$ cat src/verilog/fetch_pkg.sv
package fetch_pkg;

    //////////////////////////////////////////////////
    // geometry
    //////////////////////////////////////////////////

    localparam int LINE_BYTES     = 16;   // one fetch line
    localparam int BEATS_PER_LINE = 4;    // 32-bit words per refill
    localparam int SETS_PER_BANK  = 8;
    localparam int LINE_W         = 128;
    localparam int BEAT_W         = 32;

    //////////////////////////////////////////////////
    // fetch address
    //////////////////////////////////////////////////

    // field view, msb first
    typedef struct packed {
        logic [23:0] tag;
        logic [2:0]  index;
        logic        bank;    // bit 4, picks even or odd bank
        logic [3:0]  offset;  // byte within the line
    } fetch_fields_t;

    // raw view for arithmetic, field view for lookup
    typedef union packed {
        logic [31:0]   raw;
        fetch_fields_t f;
    } fetch_addr_u;

    //////////////////////////////////////////////////
    // control flow and refill transport
    //////////////////////////////////////////////////

    // redirect sources, init > resteer > branch
    typedef struct packed {
        logic        init_vld;
        logic        resteer_vld;
        logic        branch_vld;
        logic [31:0] init_tgt;
        logic [31:0] wb_tgt;    // write-back resteer target
        logic [31:0] bp_tgt;    // predicted target
    } cf_redirect_t;

    // one completed line going into the banks
    typedef struct packed {
        logic              wr;
        logic              bank;
        logic [31:0]       addr;
        logic [LINE_W-1:0] data;
    } fill_t;

    typedef enum logic [2:0] {
        ST_IDLE,
        ST_PICK,
        ST_REQ_HIGH,
        ST_WAIT_ACK_LOW,
        ST_WRITE
    } refill_state_e;

endpackage

$ cat src/verilog/fetch_addr_sel.sv
`timescale 1ns/1ns

module fetch_addr_sel (
    input  logic                   clk,
    input  logic                   rst_n_i,
    input  fetch_pkg::cf_redirect_t redirect_i,
    input  logic                   take_i,       // decoder took the current pair
    output fetch_pkg::fetch_addr_u even_fip_o,
    output fetch_pkg::fetch_addr_u odd_fip_o
);

    import fetch_pkg::*;

    logic        redirect;
    fetch_addr_u tgt;        // winning redirect target
    fetch_addr_u tgt_line;   // target aligned to its line
    fetch_addr_u tgt_next;   // line after the target
    fetch_addr_u redir_even;
    fetch_addr_u redir_odd;
    fetch_addr_u even_q;
    fetch_addr_u odd_q;

    //////////////////////////////////////////////////
    // redirect priority
    //////////////////////////////////////////////////

    always_comb begin
        redirect = redirect_i.init_vld | redirect_i.resteer_vld | redirect_i.branch_vld;
        if (redirect_i.init_vld) begin
            tgt.raw = redirect_i.init_tgt;
        end else if (redirect_i.resteer_vld) begin
            tgt.raw = redirect_i.wb_tgt;
        end else begin
            tgt.raw = redirect_i.bp_tgt;
        end
    end

    //////////////////////////////////////////////////
    // bank pointer derivation
    //////////////////////////////////////////////////

    always_comb begin
        tgt_line          = tgt;
        tgt_line.f.offset = '0;
        tgt_next.raw      = tgt_line.raw + 32'(LINE_BYTES);

        // the bank past the target gets the following line
        if (tgt.f.bank) begin
            redir_odd  = tgt_line;
            redir_even = tgt_next;
        end else begin
            redir_even = tgt_line;
            redir_odd  = tgt_next;
        end
    end

    always_ff @(posedge clk) begin
        if (!rst_n_i) begin
            even_q.raw <= '0;
            odd_q.raw  <= 32'(LINE_BYTES);
        end else if (redirect) begin       // wins over a take in the same cycle
            even_q <= redir_even;
            odd_q  <= redir_odd;
        end else if (take_i) begin
            even_q.raw <= even_q.raw + 32'(2 * LINE_BYTES);
            odd_q.raw  <= odd_q.raw + 32'(2 * LINE_BYTES);
        end
    end

    assign even_fip_o = even_q;
    assign odd_fip_o  = odd_q;

endmodule

$ cat src/verilog/fetch_top.sv
`timescale 1ns/1ns

module fetch_top (
    input  logic                          clk,
    input  logic                          rst_n_i,
    input  fetch_pkg::cf_redirect_t       redirect_i,
    input  logic                          fetch_take_i,
    input  logic                          mem_ack_i,
    input  logic [fetch_pkg::BEAT_W-1:0] mem_data_i,
    output logic                          fetch_valid_o,
    output logic [fetch_pkg::LINE_W-1:0] line_even_o,
    output logic [fetch_pkg::LINE_W-1:0] line_odd_o,
    output logic [31:0]                   fetch_addr_o,
    output logic                          mem_req_o,
    output logic [31:0]                   mem_addr_o
);

    import fetch_pkg::*;

    fetch_addr_u       even_fip;
    fetch_addr_u       odd_fip;
    fill_t             fill;
    logic              even_hit;
    logic              odd_hit;
    logic              busy;
    logic              take;
    logic              beat_valid;
    logic              beat_clear;
    logic [1:0]        beat_num;
    logic              beat_last;
    logic [LINE_W-1:0] refill_line;

    //////////////////////////////////////////////////
    // decoder side
    //////////////////////////////////////////////////

    assign fetch_valid_o = even_hit && odd_hit && !busy;
    assign take          = fetch_take_i && fetch_valid_o;   // ignored while not valid
    assign fetch_addr_o  = (even_fip.raw < odd_fip.raw) ? even_fip.raw : odd_fip.raw;

    fetch_addr_sel u_fetch_addr_sel (
        .clk        (clk),
        .rst_n_i    (rst_n_i),
        .redirect_i (redirect_i),
        .take_i     (take),
        .even_fip_o (even_fip),
        .odd_fip_o  (odd_fip)
    );

    icache_bank #(.BANK(1'b0)) u_bank_even (
        .clk     (clk),
        .rst_n_i (rst_n_i),
        .fip_i   (even_fip),
        .fill_i  (fill),
        .hit_o   (even_hit),
        .line_o  (line_even_o)
    );

    icache_bank #(.BANK(1'b1)) u_bank_odd (
        .clk     (clk),
        .rst_n_i (rst_n_i),
        .fip_i   (odd_fip),
        .fill_i  (fill),
        .hit_o   (odd_hit),
        .line_o  (line_odd_o)
    );

    //////////////////////////////////////////////////
    // refill path
    //////////////////////////////////////////////////

    refill_fsm u_refill_fsm (
        .clk          (clk),
        .rst_n_i      (rst_n_i),
        .even_hit_i   (even_hit),
        .odd_hit_i    (odd_hit),
        .even_fip_i   (even_fip),
        .odd_fip_i    (odd_fip),
        .mem_ack_i    (mem_ack_i),
        .beat_num_i   (beat_num),
        .last_i       (beat_last),
        .line_i       (refill_line),
        .mem_req_o    (mem_req_o),
        .mem_addr_o   (mem_addr_o),
        .beat_valid_o (beat_valid),
        .clear_o      (beat_clear),
        .fill_o       (fill),
        .busy_o       (busy)
    );

    refill_beat_counter u_beat_counter (
        .clk          (clk),
        .rst_n_i      (rst_n_i),
        .clear_i      (beat_clear),
        .beat_valid_i (beat_valid),
        .beat_data_i  (mem_data_i),
        .beat_num_o   (beat_num),
        .last_o       (beat_last),
        .line_o       (refill_line)
    );

endmodule

$ cat src/verilog/icache_bank.sv
`timescale 1ns/1ns

module icache_bank #(
    parameter logic BANK = 1'b0    // 0 for the even bank, 1 for the odd bank
) (
    input  logic                          clk,
    input  logic                          rst_n_i,
    input  fetch_pkg::fetch_addr_u        fip_i,
    input  fetch_pkg::fill_t              fill_i,
    output logic                          hit_o,
    output logic [fetch_pkg::LINE_W-1:0] line_o
);

    import fetch_pkg::*;

    //////////////////////////////////////////////////
    // storage
    //////////////////////////////////////////////////

    logic [SETS_PER_BANK-1:0] valid_q;
    logic [23:0]              tag_mem  [SETS_PER_BANK];
    logic [LINE_W-1:0]        line_mem [SETS_PER_BANK];

    fetch_addr_u fill_addr;
    logic        fill_we;
    logic [2:0]  rd_idx;
    logic [23:0] rd_tag;
    logic        rd_valid;

    // fill is broadcast to both banks, only the matching one takes it
    assign fill_addr.raw = fill_i.addr;
    assign fill_we       = fill_i.wr && (fill_i.bank == BANK);

    //////////////////////////////////////////////////
    // fill write
    //////////////////////////////////////////////////

    always_ff @(posedge clk) begin
        if (!rst_n_i) begin
            valid_q <= '0;
        end else if (fill_we) begin
            valid_q[fill_addr.f.index] <= 1'b1;
        end
    end

    always_ff @(posedge clk) begin
        if (fill_we) begin
            tag_mem[fill_addr.f.index]  <= fill_addr.f.tag;
            line_mem[fill_addr.f.index] <= fill_i.data;
        end
    end

    //////////////////////////////////////////////////
    // lookup
    //////////////////////////////////////////////////

    assign rd_idx   = fip_i.f.index;
    assign rd_tag   = tag_mem[rd_idx];
    assign rd_valid = valid_q[rd_idx];

    always_comb begin
        hit_o  = rd_valid && (rd_tag == fip_i.f.tag);  // direct mapped, one way
        line_o = line_mem[rd_idx];
    end

endmodule

$ cat src/verilog/refill_beat_counter.sv
`timescale 1ns/1ns

module refill_beat_counter (
    input  logic                          clk,
    input  logic                          rst_n_i,
    input  logic                          clear_i,
    input  logic                          beat_valid_i,   // word accepted this cycle
    input  logic [fetch_pkg::BEAT_W-1:0] beat_data_i,
    output logic [1:0]                    beat_num_o,
    output logic                          last_o,
    output logic [fetch_pkg::LINE_W-1:0] line_o
);

    import fetch_pkg::*;

    logic [1:0]        cnt_q;
    logic              last_q;
    logic [LINE_W-1:0] buf_q;    // assembled line, beat 0 in the low word

    always_ff @(posedge clk) begin
        if (!rst_n_i || clear_i) begin
            cnt_q  <= '0;
            last_q <= 1'b0;
        end else if (beat_valid_i) begin
            cnt_q  <= cnt_q + 2'd1;                              // wraps after beat 3
            last_q <= (cnt_q == 2'(BEATS_PER_LINE - 1));
        end
    end

    always_ff @(posedge clk) begin
        if (beat_valid_i) begin
            buf_q[cnt_q*BEAT_W +: BEAT_W] <= beat_data_i;
        end
    end

    assign beat_num_o = cnt_q;
    assign last_o     = last_q;
    assign line_o     = buf_q;

endmodule

$ cat src/verilog/refill_fsm.sv
`timescale 1ns/1ns

module refill_fsm (
    input  logic                          clk,
    input  logic                          rst_n_i,
    input  logic                          even_hit_i,
    input  logic                          odd_hit_i,
    input  fetch_pkg::fetch_addr_u        even_fip_i,
    input  fetch_pkg::fetch_addr_u        odd_fip_i,
    input  logic                          mem_ack_i,
    input  logic [1:0]                    beat_num_i,
    input  logic                          last_i,     // all four beats are in
    input  logic [fetch_pkg::LINE_W-1:0] line_i,
    output logic                          mem_req_o,
    output logic [31:0]                   mem_addr_o,
    output logic                          beat_valid_o,
    output logic                          clear_o,
    output fetch_pkg::fill_t              fill_o,
    output logic                          busy_o
);

    import fetch_pkg::*;

    refill_state_e state_q;
    refill_state_e state_d;
    fetch_addr_u   line_addr_q;    // line being refilled
    fetch_addr_u   pick_addr;

    //////////////////////////////////////////////////
    // victim choice, even bank first
    //////////////////////////////////////////////////

    always_comb begin
        pick_addr          = even_hit_i ? odd_fip_i : even_fip_i;
        pick_addr.f.offset = '0;
    end

    always_comb begin
        state_d = state_q;
        case (state_q)
            ST_IDLE: begin
                if (!even_hit_i || !odd_hit_i) begin
                    state_d = ST_PICK;
                end
            end
            ST_PICK: begin
                // a redirect may have removed the miss
                state_d = (even_hit_i && odd_hit_i) ? ST_IDLE : ST_REQ_HIGH;
            end
            ST_REQ_HIGH: begin
                if (mem_ack_i) begin
                    state_d = ST_WAIT_ACK_LOW;    // word taken on this edge
                end
            end
            ST_WAIT_ACK_LOW: begin
                if (!mem_ack_i) begin
                    state_d = last_i ? ST_WRITE : ST_REQ_HIGH;
                end
            end
            ST_WRITE: state_d = ST_IDLE;          // lookup again next cycle
            default:  state_d = ST_IDLE;
        endcase
    end

    always_ff @(posedge clk) begin
        if (!rst_n_i) begin
            state_q <= ST_IDLE;
        end else begin
            state_q <= state_d;
        end
    end

    always_ff @(posedge clk) begin
        if (state_q == ST_PICK) begin
            line_addr_q <= pick_addr;
        end
    end

    //////////////////////////////////////////////////
    // memory port and fill
    //////////////////////////////////////////////////

    assign mem_req_o    = (state_q == ST_REQ_HIGH);
    assign mem_addr_o   = line_addr_q.raw + {28'd0, beat_num_i, 2'b00};
    assign beat_valid_o = (state_q == ST_REQ_HIGH) && mem_ack_i;
    assign clear_o      = (state_q == ST_WRITE);  // counter back to 0 for the next line
    assign busy_o       = (state_q == ST_WRITE);

    always_comb begin
        fill_o.wr   = (state_q == ST_WRITE);
        fill_o.bank = line_addr_q.f.bank;
        fill_o.addr = line_addr_q.raw;
        fill_o.data = line_i;
    end

endmodule
$ cat config.mk
export PLATFORM = sky130hd
export DESIGN_NAME = fetch_top
export DESIGN_NICKNAME = d
export VERILOG_FILES = /design/src/verilog/fetch_pkg.sv /design/src/verilog/fetch_addr_sel.sv /design/src/verilog/fetch_top.sv /design/src/verilog/icache_bank.sv /design/src/verilog/refill_beat_counter.sv /design/src/verilog/refill_fsm.sv
export SDC_FILE = /design/constraint.sdc
export NUM_CORES = 2
export LEC_CHECK = 0
export BUFFER_PORTS_ARGS = -buffer_cell sky130_fd_sc_hd__buf_4
export CAP_MARGIN = 30
export CORE_MARGIN = 8
export CORE_UTILIZATION = 40
export CTS_BUF_LIST = sky130_fd_sc_hd__clkbuf_16
export CTS_CLUSTER_SIZE = 24
export DETAILED_ROUTE_END_ITERATION = 8
export PLACE_DENSITY = 0.57
export SLEW_MARGIN = 20
export SYNTH_ARGS = -nofsm -noshare
export SYNTH_HDL_FRONTEND = slang
export SYNTH_SLANG_ARGS = --single-unit
export TNS_END_PERCENT = 10
$ cat constraint.sdc
create_clock -name clk -period 14.08 [get_ports clk]
set_clock_uncertainty 0.05 [all_clocks]
set_input_delay 1.408 -clock clk [delete_from_list [all_inputs] [get_ports clk]]
set_output_delay 1.408 -clock clk [all_outputs]
set_load 0.02 [all_outputs]
==> results.ini <==
[status]
status = finished clean

[yosys]
avgSynthCellArea_um2 = 21.3
synth_warnings = 0
syn-cell-area_um2 = 104000
netlist_instances = 4909
ys_seq_area_share_pct = 76.0
synth_edf_count = 2588
ys.flop_type = edfxtp_1
ys_async_sr_fraction_pct = 0
synth-seq-cells = 2671
post_synth_num_cell_types = 69

[place]
port_buffers = 438
gp_congestion = 0.861
place_hpwl_um = 161000

[setup_path]
critPathMaxStageDelay_ns = 0.85
required_ns = 12.62
path_max_fanout = 47
reg2reg_to = u_fetch_addr_sel.odd_fip_o[17]$_SDFFE_PN0P_
crit_slowest_cell = dfxtp_4
cp.arrival_ns = 5.60
crit_end = fetch_valid_o
r2r_slack_ns = 8.51
reg2regPathDepth = 11
critical_path_class = flop to output port
startpoint_type = flop
path_cells = buf_4 -> mux4_2 -> mux2i_1 -> xnor2_1 -> nor4_4 -> nand4_1 -> nor3b_1 -> buf_4
critPathMostFrequentCell = buf_4
worst_setup_path_end_kind = output port

[power]
power.density_nw_per_um2 = 143
power_switching_w = 0.00386
clockPowerShare_pct = 40.6
swShare_pct = 22.4
pwr-share-comb_pct = 8.3
peakVddDrop_mv = 0.101
leakagePower_nw = 34.6
p_int_w = 0.0134
p_seq_share_pct = 51.0

[die]
start_util_pct = 40.2
rows = 187
die_w_um = 527
core_area_um2 = 260000
die_h_um = 527
die-area_um2 = 278000
ioPinCount = 457

[clock_tree]
clk_latency_ns = 0.93
ctsHoldBuffers = 0
htreeDepth = 5
cts_sinks = 2671
cts_buffers = 293
cts_buffer_depth = 4
clkTransAtPathRegs_ns = 0.06
cts_setup_buffers = 0
cts_resized = 0
cts_root_buf = clkbuf_16
cts_tree = done

[global_route]
grt_pass1_vias = 52888
grt_overflow_total = 0
antenna_found_initial = 27
grt_max_degree = 112
track_usage_pct = 19.7
grt_pass1_wl_um = 395000

[finish]
fin_nets = 5662
fillers = 21649
area_growth_pct = 15.7
final_cell_mix = 2588 x edfxtp_1, 573 x mux4_2, 528 x buf_4
layout_commonest_cell = edfxtp_1
drive_gt1_share_pct = 32.4

[timing]
rsz0062_at_grt = false
setup_tns_ns = 0
min_period_over_period_pct = 50.1
worst_slew_margin_rel_pct = 29.6
fmax_mhz = 142
setup_viol = 0
min_period_ns = 7.06
tightestPinTransition_ns = 1.06
hold_viol_final = 0
slew_viol_final = 0
hold_slack_ns = 0.412

[route]
drc = 0
vias = 51512
ant_nets = 0
dr.pass1.iters = 6
route.final.wire_length_um = 281000
drt-initial-drc-count = 4738
wl_per_cell_um = 30.8
viasPerCell = 5.66

[run]
drv_cap = 0

[hold_path]
hp-class = flop to flop
min-delay-start = u_bank_odd.valid_q[2]$_SDFFE_PN0P_

==> layout make-up <==
| type | count | area, µm² | area share (%) |
|---|---|---|---|
| Antenna cell | 23 | 57.6 | 0.0476 |
| Inverter | 41 | 154 | 0.127 |
| Clock buffer | 295 | 7380 | 6.11 |
| Tap cell | 3402 | 4260 | 3.52 |
| Sequential cell | 2671 | 79400 | 65.7 |
| Multi-Input combinational cell | 1932 | 23900 | 19.7 |
| Clock inverter | 194 | 1260 | 1.04 |
| Timing Repair Buffer | 551 | 4490 | 3.72 |
==> cells in the mapped netlist, types with 4 or more instances <==
cell,count,area (µm²)
a22oi_1,14,105
nand4_1,32,200
clkbuf_1,148,556
dfxtp_1,83,1660
o22ai_1,6,37.5
ha_1,37,463
inv_1,40,150
nand2b_1,10,62.6
mux4_2,573,12900
nor4b_1,6,52.6
a31oi_1,16,100
a21oi_1,43,215
nor2_1,58,218
a21o_1,15,113
nand3_1,31,155
a22o_1,14,123
o21ai_0,75,375
nor3b_1,7,52.6
a31o_2,6,52.6
edfxtp_1,2588,77700
and4_1,14,123
xnor2_1,71,622
nor4_4,4,85.1
mux2i_1,143,1430
buf_6,4,45.0
xor2_1,23,201
nand2_1,90,338
or3_1,10,62.6
a211oi_1,10,75.1
nor4_1,11,68.8
and2_1,141,882
o21a_1,29,218
buf_1,51,191
nor3_1,48,240
buf_2,23,115
and3_1,30,188
nor2b_1,9,56.3
mux2_2,302,3400
a221oi_1,4,35.0
buf_4,44,330
==> per-layer routing <==
metal	part of all wire [%]	track usage, %	routed length, µm	vias to the layer above
li1	-	-	-	21423
met1	43	27.6	121000	27899
met2	48	32.0	134000	1859
met3	6.7	3.86	18700	331
met4	2.3	4.84	6480	0
met5	0	0	0	-
==> logic make-up after synthesis <==
logic type,after synthesis,synth area share (%)
xor gates and xnor gates,94,0.788
DFF,2671,76.0
other,1,0.00359
buffers and inverters,311,1.33
muxes,1018,17.0
AOI/OAI and AO/OA,261,1.64
adders and majority gates,37,0.443
and+or+nand+nor,516,2.82
==> power by group through the flow <==
stage,combinational [W],sequential (W),clock (W)
floorplan,0.000915,0.00890,0
global placement,0.00144,0.00897,0
detailed placement,0.00145,0.00897,0
CTS,0.00145,0.00881,0.00717
global route,0.00152,0.00880,0.00746
finish,0.00143,0.00880,0.00701
==> registers in the layout, indices dropped and copies added (netlist names), named ones only <==
register                     flops
u_bank_even.line_mem          1024
u_bank_odd.line_mem           1024
u_bank_even.tag_mem            192
u_bank_odd.tag_mem             192
u_beat_counter.line_o          128
u_fetch_addr_sel.odd_fip_o      28
u_refill_fsm.line_addr_q        28
u_fetch_addr_sel.even_fip_o     27
u_bank_even.valid_q              8
u_bank_odd.valid_q               8
u_refill_fsm.state_q             3
u_beat_counter.beat_num_o        2
u_beat_counter.last_o            1
==> critical path, delay by kind of cell (launching register included) <==
kind | cells | cell delay [ns]
flip-flops | 1 | 0.85
buffers and inverters | 2 | 1.03
multiplexers | 2 | 0.99
XOR/XNOR | 1 | 0.17
AND/OR/NAND/NOR | 3 | 1.44
==> worst min-delay path by stage <==
stage / end / slack (ns) / cells past startpoint
detailed placement: u_bank_odd.valid_q[2]$_SDFFE_PN0P_ / 0.40 / 1
floorplan: u_bank_even.valid_q[2]$_SDFFE_PN0P_ / 0.39 / 1
finish: u_bank_odd.valid_q[2]$_SDFFE_PN0P_ / 0.41 / 1
global placement: u_bank_even.valid_q[2]$_SDFFE_PN0P_ / 0.39 / 1
CTS: u_bank_odd.valid_q[2]$_SDFFE_PN0P_ / 0.41 / 1
global route: u_bank_odd.valid_q[2]$_SDFFE_PN0P_ / 0.42 / 1
==> per-stage QoR <==
| stage | instances | power [W] | worst slack [ns] | instance area, µm² | utilization, % |
|---|---|---|---|---|---|
| 6_report | 9109 | 0.0172 | 7.02 | 121000 | 46.5 |
| 5_1_grt | 9101 | 0.0178 | 6.72 | 121000 | 46.5 |
| 4_1_cts | 9083 | 0.0174 | 6.80 | 121000 | 46.5 |
| 3_5_place_dp | 8594 | 0.0104 | 7.86 | 112000 | 43.2 |
| 3_3_place_gp | 8585 | 0.0104 | 7.87 | 112000 | 43.1 |
| 2_1_floorplan | 4914 | 0.00981 | 1.93 | 104000 | - |
Power figures use the tool's default switching activity.
